===== config.mk =====
export PLATFORM = sky130hd
export DESIGN_NAME = usb_rx
export DESIGN_NICKNAME = d
export VERILOG_FILES = /design/src/source/usb_rx_pkg.sv /design/src/source/flex_counter.sv /design/src/source/bit_timer.sv /design/src/source/line_decoder.sv /design/src/source/rx_control.sv /design/src/source/rx_fifo.sv /design/src/source/usb_rx.sv
export SDC_FILE = /design/constraint.sdc
export NUM_CORES = 1
export LEC_CHECK = 0
export BUFFER_PORTS_ARGS = -buffer_cell sky130_fd_sc_hd__buf_2
export CORE_MARGIN = 1.5
export CORE_UTILIZATION = 40
export CTS_BUF_LIST = sky130_fd_sc_hd__clkbuf_8 sky130_fd_sc_hd__clkbuf_16
export CTS_CLUSTER_SIZE = 24
export DETAILED_ROUTE_END_ITERATION = 8
export PLACE_DENSITY = 0.64
export SLEW_MARGIN = 20
export SYNTH_ARGS = -nofsm -noshare
export SYNTH_HDL_FRONTEND = slang
export SYNTH_SLANG_ARGS = --single-unit
export TNS_END_PERCENT = 30

===== constraint.sdc =====
create_clock -name clk -period 4.3 [get_ports clk]
set_clock_uncertainty 0.2 [all_clocks]
set_input_delay 0.43 -clock clk [delete_from_list [all_inputs] [get_ports clk]]
set_output_delay 0.43 -clock clk [all_outputs]
set_load 0.05 [all_outputs]

===== src/source/usb_rx_pkg.sv =====
`default_nettype none

package usb_rx_pkg;

    // line condition as {dp, dm}
    typedef enum logic [1:0] {
        SE0 = 2'b00,
        K   = 2'b01,
        J   = 2'b10,
        SE1 = 2'b11
    } line_state_t;

    // one received byte, last marks the end of the packet
    typedef struct packed {
        logic [7:0] data;
        logic       last;
    } rx_byte_t;

    typedef struct packed {
        logic receiving;  // packet in progress
        logic data_ready; // fifo holds data
        logic rx_error;   // sticky until next packet
    } rx_status_t;

    // KJKJKJKK after nrzi decoding, lsb first
    localparam logic [7:0] SYNC_BYTE = 8'h80;

endpackage

`default_nettype wire


===== src/source/flex_counter.sv =====
`timescale 1ns/1ps
`default_nettype none

module flex_counter #(
    parameter int NUM_CNT_BITS = 4
) (
    input  wire                     clk,
    input  wire                     rst_n,
    input  wire                     clear,
    input  wire                     count_enable,
    input  wire  [NUM_CNT_BITS-1:0] rollover_val,
    output logic [NUM_CNT_BITS-1:0] count_out,
    output logic                    rollover_flag
);

    logic [NUM_CNT_BITS-1:0] next_count;

    always_comb begin
        next_count = count_out;
        if (clear) begin
            next_count = '0;
        end else if (count_enable) begin
            if (count_out == rollover_val) begin
                next_count = NUM_CNT_BITS'(1); // wrap back to 1
            end else begin
                next_count = count_out + 1'b1;
            end
        end
    end

    always_ff @(posedge clk or negedge rst_n) begin
        if (!rst_n) begin
            count_out     <= '0;
            rollover_flag <= 1'b0;
        end else begin
            count_out     <= next_count;
            rollover_flag <= (next_count == rollover_val);
        end
    end

    a_count_in_range: assert property (@(posedge clk) disable iff (!rst_n)
        count_out <= rollover_val);

endmodule

`default_nettype wire


===== src/source/bit_timer.sv =====
`timescale 1ns/1ps
`default_nettype none

module bit_timer #(
    parameter int CLKS_PER_BIT = 8
) (
    input  wire  clk,
    input  wire  rst_n,
    input  wire  stuff_bit,
    input  wire  enable,
    input  wire  clear,
    output logic shift,
    output logic one_byte_time
);

    localparam int CLK_W = $clog2(CLKS_PER_BIT + 1);
    localparam logic [CLK_W-1:0] CLK_ROLL = CLK_W'(CLKS_PER_BIT);
    localparam logic [CLK_W-1:0] SHIFT_AT = CLK_W'(CLKS_PER_BIT / 2); // mid-bit

    typedef enum logic {IDLE, CANCEL} cancel_state_t;

    cancel_state_t state, next_state;
    logic [CLK_W-1:0] clk_count;
    logic             clk_roll;
    logic [3:0]       bit_count;
    logic             cancel;
    logic             bit_en;

    flex_counter #(.NUM_CNT_BITS(CLK_W)) i_clk_counter (
        .clk          (clk),
        .rst_n        (rst_n),
        .clear        (clear),
        .count_enable (enable),
        .rollover_val (CLK_ROLL),
        .count_out    (clk_count),
        .rollover_flag(clk_roll)
    );

    assign shift = enable && (clk_count == SHIFT_AT);

    // stuffed bit is dropped from the byte count
    assign cancel = stuff_bit || (state == CANCEL);
    assign bit_en = shift && !cancel;

    flex_counter #(.NUM_CNT_BITS(4)) i_bit_counter (
        .clk          (clk),
        .rst_n        (rst_n),
        .clear        (clear),
        .count_enable (bit_en),
        .rollover_val (4'd8),
        .count_out    (bit_count),
        .rollover_flag()
    );

    assign one_byte_time = bit_en && (bit_count == 4'd7); // eighth data bit

    always_comb begin
        next_state = state;
        case (state)
            IDLE:    if (stuff_bit) next_state = CANCEL;
            CANCEL:  if (clk_roll) next_state = IDLE; // end of the stuffed bit
            default: next_state = IDLE;
        endcase
    end

    always_ff @(posedge clk or negedge rst_n) begin
        if (!rst_n) begin
            state <= IDLE;
        end else if (clear) begin
            state <= IDLE;
        end else begin
            state <= next_state;
        end
    end

    a_stuff_on_shift: assert property (@(posedge clk) disable iff (!rst_n)
        stuff_bit |-> shift);

endmodule

`default_nettype wire


===== src/source/line_decoder.sv =====
`timescale 1ns/1ps
`default_nettype none

module line_decoder #(
    parameter int CLKS_PER_BIT = 8
) (
    input  wire                     clk,
    input  wire                     rst_n,
    input  wire                     dp,
    input  wire                     dm,
    input  wire                     shift,
    output usb_rx_pkg::line_state_t line,
    output logic                    d_orig,
    output logic                    edge_seen,
    output logic                    stuff_bit,
    output logic                    eop
);

    localparam int SE0_W = $clog2(CLKS_PER_BIT + 1);

    logic                    dp_meta, dp_sync;
    logic                    dm_meta, dm_sync;
    usb_rx_pkg::line_state_t line_q;    // line one clock ago
    usb_rx_pkg::line_state_t bit_line;  // line at the last sample point
    logic [2:0]              ones;
    logic [SE0_W-1:0]        se0_cnt;
    logic                    data_line;
    logic                    sample;

    // synchronizers reset to idle J
    always_ff @(posedge clk or negedge rst_n) begin
        if (!rst_n) begin
            dp_meta <= 1'b1;
            dp_sync <= 1'b1;
            dm_meta <= 1'b0;
            dm_sync <= 1'b0;
        end else begin
            dp_meta <= dp;
            dp_sync <= dp_meta;
            dm_meta <= dm;
            dm_sync <= dm_meta;
        end
    end

    assign line      = usb_rx_pkg::line_state_t'({dp_sync, dm_sync});
    assign edge_seen = (line != line_q);

    assign data_line = (line == usb_rx_pkg::J) || (line == usb_rx_pkg::K);
    assign sample    = shift && data_line;

    // nrzi: no change means 1
    assign d_orig    = (line == bit_line);
    assign stuff_bit = sample && (ones == 3'd6) && !d_orig;

    assign eop = (line == usb_rx_pkg::SE0) && (se0_cnt == SE0_W'(CLKS_PER_BIT - 1));

    always_ff @(posedge clk or negedge rst_n) begin
        if (!rst_n) begin
            line_q   <= usb_rx_pkg::J;
            bit_line <= usb_rx_pkg::J;
            ones     <= 3'd0;
        end else begin
            line_q <= line;
            if (eop) begin
                bit_line <= usb_rx_pkg::J; // next packet starts from idle
                ones     <= 3'd0;
            end else if (sample) begin
                bit_line <= line;
                if (!d_orig) begin
                    ones <= 3'd0;
                end else if (ones != 3'd7) begin
                    ones <= ones + 3'd1;
                end
            end
        end
    end

    always_ff @(posedge clk or negedge rst_n) begin
        if (!rst_n) begin
            se0_cnt <= '0;
        end else if (line != usb_rx_pkg::SE0) begin
            se0_cnt <= '0;
        end else if (se0_cnt != SE0_W'(CLKS_PER_BIT)) begin
            se0_cnt <= se0_cnt + 1'b1; // saturates, one eop per SE0
        end
    end

endmodule

`default_nettype wire


===== src/source/rx_control.sv =====
`timescale 1ns/1ps
`default_nettype none

module rx_control (
    input  wire                     clk,
    input  wire                     rst_n,
    input  wire usb_rx_pkg::line_state_t line,
    input  wire                     edge_seen,
    input  wire                     d_orig,
    input  wire                     stuff_bit,
    input  wire                     eop,
    input  wire                     shift,
    input  wire                     one_byte_time,
    input  wire                     full,
    input  wire                     empty,
    output logic                    timer_enable,
    output logic                    timer_clear,
    output logic                    w_enable,
    output usb_rx_pkg::rx_byte_t    w_data,
    output usb_rx_pkg::rx_status_t  status
);

    typedef enum logic [2:0] {IDLE, SYNC, DATA, EOP_WAIT, ERROR_WAIT} state_t;

    state_t     state, next_state;
    logic [7:0] sr;
    logic [2:0] bit_cnt;     // bits into the current byte
    logic [7:0] pend_data;
    logic       pend_valid;
    logic       error_flag;
    logic       data_line;
    logic       bit_valid;
    logic       byte_done;
    logic [7:0] new_byte;
    logic       start;
    logic       bad_sync;
    logic       partial_eop;
    logic       push_req;
    logic       overflow;

    // SE0 samples before eop are not data
    assign data_line = (line == usb_rx_pkg::J) || (line == usb_rx_pkg::K);
    assign bit_valid = shift && !stuff_bit && data_line;
    assign byte_done = one_byte_time && data_line;
    assign new_byte  = {d_orig, sr[7:1]}; // lsb first

    assign start       = (state == IDLE) && edge_seen && (line == usb_rx_pkg::K);
    assign bad_sync    = (state == SYNC) && byte_done && (new_byte != usb_rx_pkg::SYNC_BYTE);
    assign partial_eop = eop && ((state == SYNC) || ((state == DATA) && (bit_cnt != 3'd0)));
    assign push_req    = (state == DATA) && pend_valid && (byte_done || eop);
    assign overflow    = push_req && full;

    always_comb begin
        next_state = state;
        case (state)
            IDLE: if (start) next_state = SYNC;
            SYNC: begin
                if (eop) begin
                    next_state = EOP_WAIT;
                end else if (byte_done) begin
                    next_state = bad_sync ? ERROR_WAIT : DATA;
                end
            end
            DATA: begin
                if (eop) begin
                    next_state = EOP_WAIT;
                end else if (overflow) begin
                    next_state = ERROR_WAIT;
                end
            end
            ERROR_WAIT: if (eop) next_state = EOP_WAIT;
            EOP_WAIT:   if (line == usb_rx_pkg::J) next_state = IDLE; // back to idle
            default:    next_state = IDLE;
        endcase
    end

    assign timer_enable = (state == SYNC) || (state == DATA);
    assign timer_clear  = timer_enable && (next_state != SYNC) && (next_state != DATA);

    always_ff @(posedge clk or negedge rst_n) begin
        if (!rst_n) begin
            state      <= IDLE;
            bit_cnt    <= 3'd0;
            pend_valid <= 1'b0;
            error_flag <= 1'b0;
            w_enable   <= 1'b0;
        end else begin
            state    <= next_state;
            w_enable <= push_req && !full; // dropped when full
            if (start) begin
                bit_cnt    <= 3'd0;
                pend_valid <= 1'b0;
                error_flag <= 1'b0;
            end else begin
                if (bit_valid) bit_cnt <= bit_cnt + 3'd1;
                if (bad_sync || partial_eop || overflow) error_flag <= 1'b1;
                if ((state == DATA) && byte_done) pend_valid <= 1'b1;
                if (eop) pend_valid <= 1'b0;
            end
        end
    end

    always_ff @(posedge clk) begin
        if (bit_valid) sr <= new_byte;
        if ((state == DATA) && byte_done) pend_data <= new_byte;
        if (push_req) begin
            w_data.data <= pend_data;
            w_data.last <= eop; // held byte goes out last
        end
    end

    assign status = '{receiving: (state != IDLE), data_ready: !empty, rx_error: error_flag};

    a_no_write_full: assert property (@(posedge clk) disable iff (!rst_n)
        w_enable |-> !full);

endmodule

`default_nettype wire


===== src/source/rx_fifo.sv =====
`timescale 1ns/1ps
`default_nettype none

module rx_fifo #(
    parameter int FIFO_DEPTH = 8
) (
    input  wire                      clk,
    input  wire                      rst_n,
    input  wire                      w_enable,
    input  wire                      r_enable,
    input  wire usb_rx_pkg::rx_byte_t w_data,
    output usb_rx_pkg::rx_byte_t     r_data,
    output logic                     full,
    output logic                     empty
);

    localparam int PTR_W = (FIFO_DEPTH > 1) ? $clog2(FIFO_DEPTH) : 1;
    localparam int CNT_W = $clog2(FIFO_DEPTH + 1);

    usb_rx_pkg::rx_byte_t mem [FIFO_DEPTH];
    logic [PTR_W-1:0]     wr_ptr, rd_ptr;
    logic [CNT_W-1:0]     count;
    logic                 do_write, do_read;

    function automatic logic [PTR_W-1:0] next_ptr(input logic [PTR_W-1:0] ptr);
        return (ptr == PTR_W'(FIFO_DEPTH - 1)) ? '0 : ptr + 1'b1;
    endfunction

    assign do_write = w_enable && !full;
    assign do_read  = r_enable && !empty;
    assign full     = (count == CNT_W'(FIFO_DEPTH));
    assign empty    = (count == '0);
    assign r_data   = mem[rd_ptr]; // fall-through head

    always_ff @(posedge clk or negedge rst_n) begin
        if (!rst_n) begin
            wr_ptr <= '0;
            rd_ptr <= '0;
            count  <= '0;
        end else begin
            if (do_write) wr_ptr <= next_ptr(wr_ptr);
            if (do_read) rd_ptr <= next_ptr(rd_ptr);
            case ({do_write, do_read})
                2'b10:   count <= count + 1'b1;
                2'b01:   count <= count - 1'b1;
                default: count <= count;
            endcase
        end
    end

    always_ff @(posedge clk) begin
        if (do_write) mem[wr_ptr] <= w_data;
    end

    a_no_read_empty: assert property (@(posedge clk) disable iff (!rst_n)
        r_enable |-> !empty);

endmodule

`default_nettype wire


===== src/source/usb_rx.sv =====
`timescale 1ns/1ps
`default_nettype none

module usb_rx #(
    parameter int CLKS_PER_BIT = 8,
    parameter int FIFO_DEPTH   = 8
) (
    input  wire                    clk,
    input  wire                    rst_n,
    input  wire                    dp,
    input  wire                    dm,
    input  wire                    r_enable,
    output usb_rx_pkg::rx_byte_t   r_data,
    output logic                   empty,
    output logic                   full,
    output usb_rx_pkg::rx_status_t status
);

    usb_rx_pkg::line_state_t line;
    usb_rx_pkg::rx_byte_t    w_data;
    logic                    d_orig;
    logic                    edge_seen;
    logic                    stuff_bit;
    logic                    eop;
    logic                    shift;
    logic                    one_byte_time;
    logic                    timer_enable;
    logic                    timer_clear;
    logic                    w_enable;

    line_decoder #(.CLKS_PER_BIT(CLKS_PER_BIT)) i_line_decoder (
        .clk      (clk),
        .rst_n    (rst_n),
        .dp       (dp),
        .dm       (dm),
        .shift    (shift),
        .line     (line),
        .d_orig   (d_orig),
        .edge_seen(edge_seen),
        .stuff_bit(stuff_bit),
        .eop      (eop)
    );

    bit_timer #(.CLKS_PER_BIT(CLKS_PER_BIT)) i_bit_timer (
        .clk          (clk),
        .rst_n        (rst_n),
        .stuff_bit    (stuff_bit),
        .enable       (timer_enable),
        .clear        (timer_clear),
        .shift        (shift),
        .one_byte_time(one_byte_time)
    );

    rx_control i_rx_control (
        .clk          (clk),
        .rst_n        (rst_n),
        .line         (line),
        .edge_seen    (edge_seen),
        .d_orig       (d_orig),
        .stuff_bit    (stuff_bit),
        .eop          (eop),
        .shift        (shift),
        .one_byte_time(one_byte_time),
        .full         (full),
        .empty        (empty),
        .timer_enable (timer_enable),
        .timer_clear  (timer_clear),
        .w_enable     (w_enable),
        .w_data       (w_data),
        .status       (status)
    );

    rx_fifo #(.FIFO_DEPTH(FIFO_DEPTH)) i_rx_fifo (
        .clk     (clk),
        .rst_n   (rst_n),
        .w_enable(w_enable),
        .r_enable(r_enable),
        .w_data  (w_data),
        .r_data  (r_data),
        .full    (full),
        .empty   (empty)
    );

endmodule

`default_nettype wire


# After elaboration in Yosys (flattened, before gate mapping)
# Memory sizes are Yosys's and may differ from the RTL's.
# Index checks and enable logic that the tools add are counted.
[classes]
n_addsub = 9
n_eq_ne = 26
mux = 39
bitwise = 1
n_reduce_logical = 51
[op_table]
columns = ["cell", "count"]
rows = [
  ["3-bit 2-to-1 mux", 16],
  ["4-bit 2-to-1 mux", 8],
  ["1-bit logical AND", 25],
  ["4-bit by 1-bit adder with 4-bit output (second input constant)", 4],
  ["4-bit equality test (second input constant)", 4],
  ["3-bit one-hot mux with 5 select lines", 1],
  ["2-bit nonzero test", 7],
  ["3-bit by 1-bit adder with 3-bit output (second input constant)", 4],
  ["3-bit equality test (second input constant)", 4],
  ["4-bit by 3-bit equality test with 1-bit output (second input constant)", 3],
  ["1-bit 2-to-1 mux", 10],
  ["3-bit nonzero test", 3],
  ["8-bit != test (second input constant)", 1],
  ["4-bit one-hot mux with 2 select lines", 1],
  ["1-bit logical OR", 7],
  ["3-bit by 2-bit equality test with 1-bit output (second input constant)", 2],
  ["3-bit by 2-bit != test with 1-bit output (second input constant)", 2],
  ["1-bit zero test", 5],
  ["2-bit by 1-bit equality test with 1-bit output (second input constant)", 2],
  ["2-bit equality test (second input constant)", 2],
  ["4-bit zero test", 1],
  ["2-bit 2-to-1 mux", 2],
  ["4-bit != test (second input constant)", 1],
  ["4-bit by 1-bit subtractor with 4-bit output (second input constant)", 1],
  ["other kinds (10)", 10],
]
[word_totals]
register_bits = 69
ram_bits = 72
in_bits = 5
out_inout_bits = 14
wordCells = 151
memories = 1
[mem_list]
columns = ["memory", "words", "width", "rd", "rd_clocked_by_memory_dff", "wr", "line_no", "rtl"]
rows = [
  ["i_rx_fifo.mem", 8, 9, 1, 0, 1, "rx_fifo.sv:20", "usb_rx_pkg::rx_byte_t mem [FIFO_DEPTH];"],
]

# Depth between registers and ports, before layout
# Gate-level depths: netlist of run 1.
[logic_depth]
word_depth = 22
mapped_depth = 11
ltp_nobuf = 11

# Cells and area by module
# Synthesis of run 1 repeated with hierarchy kept, for this count alone.
[hier_totals]
cells_unflattened = 467
hier_area_um2 = 6623.9
[by_module_without_submodules]
columns = ["module", "n_inst", "cells_each", "area_each_um2", "seq_area_each_um2"]
rows = [
  ["rx_fifo", 1, 173, 3413.3, 2412.3],
  ["rx_control", 1, 98, 1358.8, 945.9],
  ["flex_counter", 2, 57, 489.2, 125.1],
  ["line_decoder", 1, 70, 778.2, 380.4],
  ["bit_timer", 1, 12, 95.1, 25.0],
]

# Least setup slack after synthesis of run 1
# Ideal clock, no wire load.
[synth_timing]
path_kind = "register to register"
from = "register i_rx_fifo.count[1]"
to = "register i_rx_fifo.count[3]"
setup_time_ps = 125
t_arrival_ps = 2436
t_required_ps = 3975
slack_ps = 1538
stages_incl_launch_ff = 12
n_path_buf = 0
synth_period_minus_slack_ps = 2762
cell_sequence = "dfrtp_1 -> nor3_1 -> nand2b_1 -> nand2_1 -> inv_1 -> ha_1 -> ha_1 -> a21o_1 -> a21oi_1 -> xnor2_1 -> nor2_1 -> xor2_1"
[synth_rtl]
columns = ["element", "line_no", "rtl"]
rows = [
  ["start, declared", "rx_fifo.sv:22", "logic [CNT_W-1:0] count;"],
  ["start signal, assigned", "rx_fifo.sv:44", "2'b10: count <= count + 1'b1;"],
  ["start signal, assigned", "rx_fifo.sv:45", "2'b01: count <= count - 1'b1;"],
  ["start signal, assigned", "rx_fifo.sv:46", "default: count <= count;"],
]

==> flow_metrics.env, run 1 <==
export IMPL_status="complete, no violations"
export IMPL_async_reset_ff_share_pct=31.4
export IMPL_overflow=0
export IMPL_cp_max_fo=20
export IMPL_p_int_mw=2.72
export IMPL_tightestPinTransition_ns=1.12
export IMPL_layout_nets=458
export IMPL_dr_pass1_iters=4
export IMPL_synth_adder_area_share_pct=4.69
export IMPL_final_setup_worst_slack_ns=1.43
export IMPL_drive_above_1_share_pct=22.6
export IMPL_rows=44
export IMPL_slew_violations=0
export IMPL_synth_cells=398
export IMPL_fillCellCount=1269
export IMPL_yosysTopAreaCell="edfxtp_1"
export IMPL_synthFlopType="edfxtp_1"
export IMPL_layout_common_cells="edfxtp_1, dfrtp_1, nor2_1, inv_1, nand2_1"
export IMPL_fmax_ghz=0.348
export IMPL_htreeDepth=4
export IMPL_yosysSeqAreaShare_pct=66.2
export IMPL_synthXorXnorAreaFrac_pct=2.43
export IMPL_path_class="flop to primary output"
export IMPL_worstPathArrival_ns=2.24
export IMPL_antenna_left=0
export IMPL_power_density_nw_per_um2=588
export IMPL_final_hold_viol_count=0
export IMPL_grt_pass1_vias=3358
export IMPL_p_leak_nw=2.66
export IMPL_io_pins=19
export IMPL_via_count=3259
export IMPL_clk_pin_slew_ns=0.06
export IMPL_wl_per_cell_microns=16.5
export IMPL_dp_slack_ns=1.56
export IMPL_swShare_pct=33.1
export IMPL_cts_sinks=140
export IMPL_synth_top_cell_area_share_pct=47.8
export IMPL_fin_crit_sh_pct=66.9
export IMPL_diodes=0
export IMPL_muxShareOfSynthArea_pct=9.65
export IMPL_min_period_ns=2.87
export IMPL_crit_path_end_kind="primary output"
export IMPL_cts_setup_buffers=0
export IMPL_synth_seq_cells=140
export IMPL_synth_compound_area_share_pct=6.66
export IMPL_grt_util_all_layers_pct=14.3
export IMPL_cts_resized_gates=0
export IMPL_final_common_cell="edfxtp_1"
export IMPL_switchingPower_mw=1.35
export IMPL_cp_top_family="flip-flops"
export IMPL_worst_path_max_delay_cell="dfrtp_1"
export IMPL_start_kind="flop"
export IMPL_synth_nets=425
export IMPL_dp_hpwl_microns=6620
export IMPL_clock_power_share_pct=32.6
export IMPL_initial_core_util_pct=41.2
export IMPL_synth_edf_count=96
export IMPL_dieHeight_microns=126
export IMPL_drcViolationCount=0
export IMPL_synthTopCellsByArea="edfxtp_1, dfrtp_1, mux4_2"
export IMPL_finalPower_mw=4.07
export IMPL_critPathMaxStageDelay_ns=0.90
export IMPL_gp_congestion=0.765
export IMPL_insertion_delay_ns=0.42
export IMPL_port_buffer_count=18
export IMPL_synth_top_family_by_area="multiplexers"
export IMPL_cts_made_buffers=17
export IMPL_grt_max_degree=45
export IMPL_max_cap_violations=0
export IMPL_seqPwrFrac_pct=41.4
export IMPL_setup_viol=0
export IMPL_viasPerCell=5.20
export IMPL_syn_avg_cell_area_sq_um=15.1
export IMPL_syn_area_sq_um=6030
export IMPL_ctsHoldBuffers=2
export IMPL_comb_power_share_pct=26.0
export IMPL_synthToLayoutAreaGrowth_pct=14.8
export IMPL_relSlewSlack_pct=25.0
export IMPL_die_x_microns=126
export IMPL_ir_drop_v=0.000300
export IMPL_coreArea_sq_um=14600
export IMPL_yosys_cell_types_count=58
export IMPL_grt_pass1_wl_microns=17100
export IMPL_path_buf_inv=1
export IMPL_cts_tree="yes"
export IMPL_wl_microns=10300
export IMPL_yosys_warnings=0
export IMPL_cp_required_ns=3.67
export IMPL_setup_tns_ns=0
export IMPL_synthSimpleGateAreaFrac_pct=8.18
export IMPL_hp_class="flop to flop"
export IMPL_dieArea_sq_um=15800
export IMPL_antenna_found_initial=0
export IMPL_clk_path_buf_depth=2
export IMPL_dr_first_iter_drc_count=227
export IMPL_rsz0062_at_grt="false"
export IMPL_cts_root_buffer="clkbuf_16"
export IMPL_crit_chain="mux4_2 > mux2_2 > buf_2"
## per-stage QoR
stage,hold WS [ns],cells,cell area [sq um],util (%)
6_report,0.155,627,6920,47.2
5_1_grt,0.171,627,6920,47.2
4_1_cts,0.0184,626,6910,47.2
3_5_place_dp,0.146,593,6350,43.4
3_3_place_gp,0.152,593,6350,43.4
2_1_floorplan,-0.0656,398,6030,-
## path summary, 6_finish.rpt
path	from	end	slack [ns]	cells past startpoint
max	i_rx_fifo.rd_ptr[1]	r_data[5]	1.43	3
min reg2reg	i_line_decoder.dm_meta	i_line_decoder.dm_sync	0.16	0
min in group asynchronous	rst_n	i_bit_timer.i_bit_counter.count_out[0]	0.35	2
min	i_line_decoder.dm_meta	i_line_decoder.dm_sync	0.16	0
max in group asynchronous	rst_n	i_rx_fifo.rd_ptr[0]	3.15	2
max reg2reg	i_line_decoder.dp_sync	i_rx_control.bit_cnt[2]	1.56	7
## cell families after synthesis
kind of cell    Yosys count
flops                   140
simple gates             95
compound gates           58
buf+inv                  34
mux                      34
fa+ha+maj                22
xor+xnor                 15
## area by class of cell
type	count	area, sq um	share of cell area, %
clock buffer	17	425	6.15
timing repair buffer	23	138	1.99
inverter	25	93.8	1.36
sequential	140	3990	57.6
clock inverter	14	111	1.61
tap	184	230	3.33
multi-input combinational	224	1930	27.9
## registers in the layout, indices dropped and copies added (netlist names), 4 cells and up
signal,cells
i_bit_timer.i_bit_counter.count_out,4
i_rx_fifo.count,4
i_line_decoder.se0_cnt,4
i_bit_timer.i_clk_counter.count_out,4
i_rx_control.sr,7
i_rx_control.pend_data,8
i_rx_control.w_data,9
i_rx_fifo.mem,72
## Yosys cell counts, types with 2 or more instances
cell type / count
edfxtp_1: 96
dfrtp_1: 40
nor2_1: 27
inv_1: 24
nand2_1: 24
ha_1: 21
mux4_2: 18
a21oi_1: 15
mux2_2: 13
o21ai_0: 12
nor3_1: 8
xor2_1: 7
clkbuf_1: 6
xnor2_1: 6
a21o_1: 5
and2_1: 4
dfstp_2: 4
nand2b_1: 4
nand3_1: 4
o211ai_1: 4
a21boi_0: 3
mux2i_1: 3
nand4b_1: 3
nor4_1: 3
o211a_1: 3
a22oi_1: 2
a31oi_1: 2
nor2b_1: 2
nor3b_1: 2
o22ai_1: 2
or3_1: 2
or3b_1: 2
or4_1: 2
## power groups by stage
stage / Combinational, mW / Clock, mW / Sequential, mW
global placement: 1.05 / 0 / 1.71
global route: 1.16 / 1.41 / 1.71
detailed placement: 1.06 / 0 / 1.71
CTS: 1.07 / 1.36 / 1.69
floorplan: 0.939 / 0 / 1.62
finish: 1.06 / 1.33 / 1.68
## routing by layer
layer / vias up / global-route usage [%] / share of wire [%]
li1: 1555 / - / -
met1: 1637 / 17.0 / 43
met2: 48 / 24.4 / 52
met3: 19 / 3.44 / 3.0
met4: 0 / 7.30 / 2.2
met5: - / 0 / 0
Note: power is estimated with default switching activity, not from simulation.
==> run 2: changes to the inputs <==
==> constraint.sdc (replaced) <==
create_clock -name clk -period 2.7 [get_ports clk]
set_clock_uncertainty 0.2 [all_clocks]
set_input_delay 0.27 -clock clk [delete_from_list [all_inputs] [get_ports clk]]
set_output_delay 0.27 -clock clk [all_outputs]
set_load 0.05 [all_outputs]
==> run 2 against run 1 <==
Against the previous run: first-iteration DRC count fell by 21%; sequential share of layout area shrank 1.2 points; cell count rose by 2.7%; total power rose by 63%; combinational power increased by 72%; worst setup slack got worse by 1.2 ns; die area is the same.
==> flow_metrics.env, run 2 (synthesized netlist as in run 1, its figures left out) <==
export IMPL_dr_pass1_iters=4
export IMPL_rsz0062_at_grt="false"
export IMPL_cts_made_buffers=17
export IMPL_min_period_ns=2.49
export IMPL_hold_depth=4
export IMPL_power_density_nw_per_um2=940
export IMPL_gp_congestion=0.793
export IMPL_layout_nets=474
export IMPL_synthToLayoutAreaGrowth_pct=17.2
export IMPL_dieHeight_microns=126
export IMPL_die_x_microns=126
export IMPL_dp_slack_ns=0.176
export IMPL_fin_crit_sh_pct=92.3
export IMPL_r2r_end="i_bit_timer.i_bit_counter.count_out[0]"
export IMPL_regToRegSetupSlack_ns=0.22
export IMPL_path_class="flop to primary output"
export IMPL_drive_above_1_share_pct=25.0
export IMPL_fmax_ghz=0.401
export IMPL_dpl_cell_area_sq_um=6460
export IMPL_antenna_left=0
export IMPL_cts_tree="yes"
export IMPL_final_hold_viol_count=0
export IMPL_cts_root_buffer="clkbuf_16"
export IMPL_relSlewSlack_pct=61.7
export IMPL_ir_drop_v=0.000522
export IMPL_status="complete, no violations"
export IMPL_dieArea_sq_um=15800
export IMPL_top_regs="i_rx_fifo.mem: 72 flops, i_rx_control.w_data: 9 flops, i_rx_control.pend_data: 8 flops"
export IMPL_coreArea_sq_um=14600
export IMPL_crit_path_end_kind="primary output"
export IMPL_initial_core_util_pct=41.2
export IMPL_viasPerCell=5.19
export IMPL_grt_max_degree=45
export IMPL_grt_util_all_layers_pct=14.8
export IMPL_regMostFlops="i_rx_fifo.mem"
export IMPL_layout_common_cells="edfxtp_1, dfrtp_1, nor2_1, inv_1, nand2_1"
export IMPL_dp_hpwl_microns=6930
export IMPL_antenna_found_initial=0
export IMPL_max_cap_violations=0
export IMPL_wl_microns=10600
export IMPL_cts_setup_buffers=0
export IMPL_cp_endpoint="r_data[0]"
export IMPL_drcViolationCount=0
export IMPL_stdcell_count=644
export IMPL_overflow=0
export IMPL_clk_path_buf_depth=2
export IMPL_clk_pin_slew_ns=0.05
export IMPL_dr_first_iter_drc_count=179
export IMPL_cp_startpoint="i_rx_fifo.rd_ptr[0]"
export IMPL_setup_tns_ns=0
export IMPL_via_count=3344
export IMPL_rows=44
export IMPL_final_area_sq_um=7060
export IMPL_cp_required_ns=2.23
export IMPL_largest_register_ffs=72
export IMPL_cts_sinks=140
export IMPL_grt_pass1_vias=3449
export IMPL_grt_pass1_wl_microns=17600
export IMPL_r2r_start="i_bit_timer.i_clk_counter.count_out[0]"
export IMPL_start_kind="flop"
export IMPL_slew_violations=0
export IMPL_setup_viol=0
export IMPL_cp_max_fo=21
export IMPL_htreeDepth=4
export IMPL_io_pins=19
export IMPL_diodes=0
export IMPL_final_common_cell="edfxtp_1"
export IMPL_port_buffer_count=18
export IMPL_tightestPinTransition_ns=0.575
export IMPL_worstPathArrival_ns=2.02
export IMPL_insertion_delay_ns=0.41
export IMPL_reg2reg_depth=9
export IMPL_hp_class="input pin to flop"
export IMPL_p_leak_nw=2.76
export IMPL_dp_cells=609
export IMPL_wl_per_cell_microns=16.4
export IMPL_final_setup_worst_slack_ns=0.207
## run 2: where the power goes
| group | internal [mW] | switching (mW) | leakage, nW |
|---|---|---|---|
| logic | 0.759 | 1.07 | 1.04 |
| registers | 2.45 | 0.189 | 1.45 |
| clock network | 1.28 | 0.902 | 0.278 |
## run 2: final cells by class
class | count | area, sq um
fillers | 1253 | 7580
flip-flops and latches | 140 | 3990
multi-input cells | 224 | 1920
clock buffers | 17 | 425
repair buffers | 39 | 270
well taps | 184 | 230
clock inverters | 15 | 136
inverters | 25 | 93.8
## run 2: worst max-delay path: stages, from the launching register on
cell and delay [ns]:
dfrtp_1 0.37, buf_12 0.20, mux4_2 0.52, mux2_2 0.29, buf_2 0.21
## run 2: per-layer routing
metal  wire (microns)  vias up  track usage, %
met5                0        -               0
met4              232        0            7.78
met3              386       18            3.48
met2             5510       52            25.0
met1             4430     1682            17.5
li1                 -     1592               -
## run 2: worst min-delay path by stage
| stage | to | slack, ns | from |
|---|---|---|---|
| finish | i_rx_fifo.rd_ptr[0] | 0.11 | r_enable |
| global route | i_rx_fifo.rd_ptr[0] | 0.14 | r_enable |
| CTS | i_rx_fifo.rd_ptr[0] | 0.1 | r_enable |
| detailed placement | i_line_decoder.dp_sync | 0.15 | i_line_decoder.dp_meta |
| global placement | i_line_decoder.dm_sync | 0.13 | i_line_decoder.dm_meta |
| floorplan | i_bit_timer.i_bit_counter.count_out[0] | -0.23 | rst_n |
## run 2: stage by stage
stage	total power [mW]	util (%)	hold WS [ns]
2_1_floorplan	4.09	-	-0.226
3_3_place_gp	4.46	44.1	0.132
3_5_place_dp	4.51	44.1	0.149
4_1_cts	6.72	48.2	0.0999
5_1_grt	7.00	48.2	0.141
6_report	6.64	48.2	0.111
## run 2: timing repair
action / 4_1_cts / 5_1_grt
hold endpoints to repair: 42 / 0
resized for setup: 0 / 2
hold buffers: 3 / 0
setup endpoints to repair: 0 / 3
==> run 3: changes to the inputs <==
--- a/config.mk
+++ b/config.mk
@@ -5,12 +5,14 @@
 export SDC_FILE = /design/constraint.sdc
 export NUM_CORES = 1
 export LEC_CHECK = 0
+export ABC_AREA = 1
 export BUFFER_PORTS_ARGS = -buffer_cell sky130_fd_sc_hd__buf_2
 export CORE_MARGIN = 1.5
 export CORE_UTILIZATION = 40
 export CTS_BUF_LIST = sky130_fd_sc_hd__clkbuf_8 sky130_fd_sc_hd__clkbuf_16
 export CTS_CLUSTER_SIZE = 24
 export DETAILED_ROUTE_END_ITERATION = 8
+export HOLD_SLACK_MARGIN = 0.15
 export PLACE_DENSITY = 0.64
 export SLEW_MARGIN = 20
 export SYNTH_ARGS = -nofsm -noshare
==> run 3 against run 2 <==
Against the previous run: wire length increased by 6.7%; critical endpoint is now i_rx_fifo.count[3]; via count grew 15%; combinational power rose by 26%; total power up 5.9%; maximum frequency down 1.3%; sequential share of layout area down 0.43 points; count of clock-buffer cells in the layout unchanged; hold slack better by 0.044 ns; clock power is essentially flat; first-iteration DRC count rose by 21%; non-clock buffer count is 1 higher.
==> flow_metrics.env, run 3 <==
export IMPL_status="complete, no violations"
export IMPL_r2r_start="i_rx_fifo.count[1]"
export IMPL_dp_cells=747
export IMPL_critPathMaxStageDelay_ns=0.41
export IMPL_drive_above_1_share_pct=15.8
export IMPL_final_hold_viol_count=0
export IMPL_hp_class="flop to flop"
export IMPL_yosysSeqAreaShare_pct=65.7
export IMPL_reg2reg_depth=15
export IMPL_via_count=3861
export IMPL_slew_violations=0
export IMPL_syn_avg_cell_area_sq_um=11.3
export IMPL_synthToLayoutAreaGrowth_pct=17.2
export IMPL_dr_pass1_iters=5
export IMPL_overflow=0
export IMPL_grt_max_degree=45
export IMPL_hp_start="i_line_decoder.dp_meta"
export IMPL_fmax_ghz=0.396
export IMPL_wl_per_cell_microns=14.4
export IMPL_cts_setup_buffers=0
export IMPL_path_buf_inv=3
export IMPL_antenna_found_initial=0
export IMPL_dieHeight_microns=126
export IMPL_layout_common_cells="nor2_1, edfxtp_1, inv_1, o21ai_0, nand2_1"
export IMPL_viasPerCell=4.92
export IMPL_antenna_left=0
export IMPL_cts_root_buffer="clkbuf_16"
export IMPL_io_pins=19
export IMPL_r2r_end="i_rx_fifo.count[3]"
export IMPL_port_buffer_count=18
export IMPL_dieArea_sq_um=15900
export IMPL_rows=44
export IMPL_crit_chain="nor2_1 > inv_1 > nor3_4 > inv_1 > nand2_1 > inv_1 > ha_1 > ha_1 > nand2_1 > nor2_1 > a211oi_2 > nor2_1 > nor2_1 > nand2_1 > xor2_1"
export IMPL_cts_sinks=140
export IMPL_fin_hold_ws_ns=0.155
export IMPL_yosys_cell_types_count=41
export IMPL_grt_pass1_vias=3892
export IMPL_final_area_sq_um=7120
export IMPL_cp_common_cell="nor2_1"
export IMPL_clk_pin_slew_ns=0.06
export IMPL_setup_viol=0
export IMPL_cp_required_ns=2.79
export IMPL_relSlewSlack_pct=32.2
export IMPL_dpl_cell_area_sq_um=6490
export IMPL_synth_edf_count=96
export IMPL_worst_path_max_delay_cell="dfrtp_1"
export IMPL_yosys_warnings=0
export IMPL_clk_path_buf_depth=2
export IMPL_grt_util_all_layers_pct=15.4
export IMPL_layout_nets=614
export IMPL_crit_path_end_kind="flop"
export IMPL_finalPower_mw=7.03
export IMPL_top_regs="i_rx_fifo.mem: 72 flops, i_rx_control.w_data: 9 flops, i_rx_control.pend_data: 8 flops"
export IMPL_largest_register_ffs=72
export IMPL_worstPathArrival_ns=2.62
export IMPL_regToRegSetupSlack_ns=0.17
export IMPL_cts_made_buffers=17
export IMPL_syn_area_sq_um=6080
export IMPL_wl_microns=11300
export IMPL_cp_max_fo=7
export IMPL_initial_core_util_pct=41.3
export IMPL_synth_cells=540
export IMPL_min_period_ns=2.53
export IMPL_dp_slack_ns=0.135
export IMPL_synthFlopType="edfxtp_1"
export IMPL_power_density_nw_per_um2=988
export IMPL_start_kind="flop"
export IMPL_regMostFlops="i_rx_fifo.mem"
export IMPL_coreArea_sq_um=14700
export IMPL_min_to="i_line_decoder.dp_sync"
export IMPL_yosysTopAreaCell="edfxtp_1"
export IMPL_diodes=0
export IMPL_insertion_delay_ns=0.41
export IMPL_ir_drop_v=0.000435
export IMPL_synth_seq_cells=140
export IMPL_die_x_microns=126
export IMPL_async_reset_ff_share_pct=31.4
export IMPL_drcViolationCount=0
export IMPL_dr_first_iter_drc_count=217
export IMPL_synthTopCellsByCount="edfxtp_1, nor2_1, inv_1, o21ai_0, nand2_1"
export IMPL_tightestPinTransition_ns=1.01
export IMPL_stdcell_count=784
export IMPL_path_class="flop to flop"
export IMPL_hold_depth=0
export IMPL_final_setup_worst_slack_ns=0.174
export IMPL_p_leak_nw=2.87
export IMPL_max_cap_violations=0
export IMPL_postLayoutCoreUtil_pct=48.4
export IMPL_synth_top_cell_area_share_pct=47.4
export IMPL_setup_tns_ns=0
export IMPL_dp_hpwl_microns=7430
export IMPL_cp_top_family="simple AND/OR/NAND/NOR gates"
export IMPL_cts_tree="yes"
export IMPL_grt_pass1_wl_microns=19000
export IMPL_synth_nets=567
export IMPL_gp_congestion=0.828
export IMPL_synthTopCellsByArea="edfxtp_1, dfrtp_1, nor2_1"
export IMPL_fin_crit_sh_pct=93.5
export IMPL_htreeDepth=4
==> run 3: cell families after synthesis <==
family | synth area share, %
AOI/OAI and AO/OA | 8.96
adders and majority gates | 4.65
buffers and inverters | 5.07
and+or+nand+nor | 14.8
DFF | 65.7
xor gates and xnor gates | 0.865
==> run 3: layer usage <==
| layer | part of all wire, % | vias to the layer above | global-route usage (%) |
|---|---|---|---|
| met5 | 0 | - | 0 |
| met4 | 1.1 | 0 | 6.42 |
| met3 | 3.2 | 11 | 3.61 |
| met2 | 52 | 67 | 27.0 |
| met1 | 43 | 1854 | 18.3 |
| li1 | - | 1929 | - |
==> run 3: worst register-to-register path, cell delays in order, from the launching register on <==
cell and delay (ns):
dfrtp_1 0.41, nor2_1 0.11, inv_1 0.08, nor3_4 0.12
inv_1 0.06, nand2_1 0.06, inv_1 0.09, ha_1 0.25
ha_1 0.36, nand2_1 0.09, nor2_1 0.04, a211oi_2 0.17
nor2_1 0.06, nor2_1 0.09, nand2_1 0.07, xor2_1 0.14
==> run 3: worst max-delay path by stage <==
stage	endpoint	slack (ns)	cells after the start	from
floorplan	i_rx_fifo.count[3]	-0.42	15	i_rx_fifo.count[1]
global placement	i_rx_fifo.count[3]	0.24	15	i_rx_fifo.count[1]
detailed placement	i_rx_fifo.count[3]	0.14	15	i_rx_fifo.count[1]
CTS	r_data[0]	0.02	6	i_rx_fifo.rd_ptr[1]
global route	i_rx_fifo.count[3]	-0.005	15	i_rx_fifo.count[1]
finish	i_rx_fifo.count[3]	0.17	15	i_rx_fifo.count[1]
==> run 3: report_power, final <==
| group | internal, mW | total (mW) | switching [mW] |
|---|---|---|---|
| combinational | 0.675 | 2.29 | 1.61 |
| sequential | 2.43 | 2.55 | 0.127 |
| clock | 1.34 | 2.19 | 0.850 |
==> run 3: cell type report <==
class | instances | area [sq um]
inverters | 69 | 263
clock buffers | 17 | 425
clock inverters | 15 | 135
repair buffers | 40 | 270
well taps | 184 | 230
multi-input cells | 319 | 1810
fillers | 1301 | 7580
flip-flops and latches | 140 | 3990
==> run 3: what timing repair did <==
action	4_1_cts	5_1_grt
resized for setup	0	3
setup endpoints to repair	0	13
endpoints found under the hold margin	46	0
hold buffers	5	0
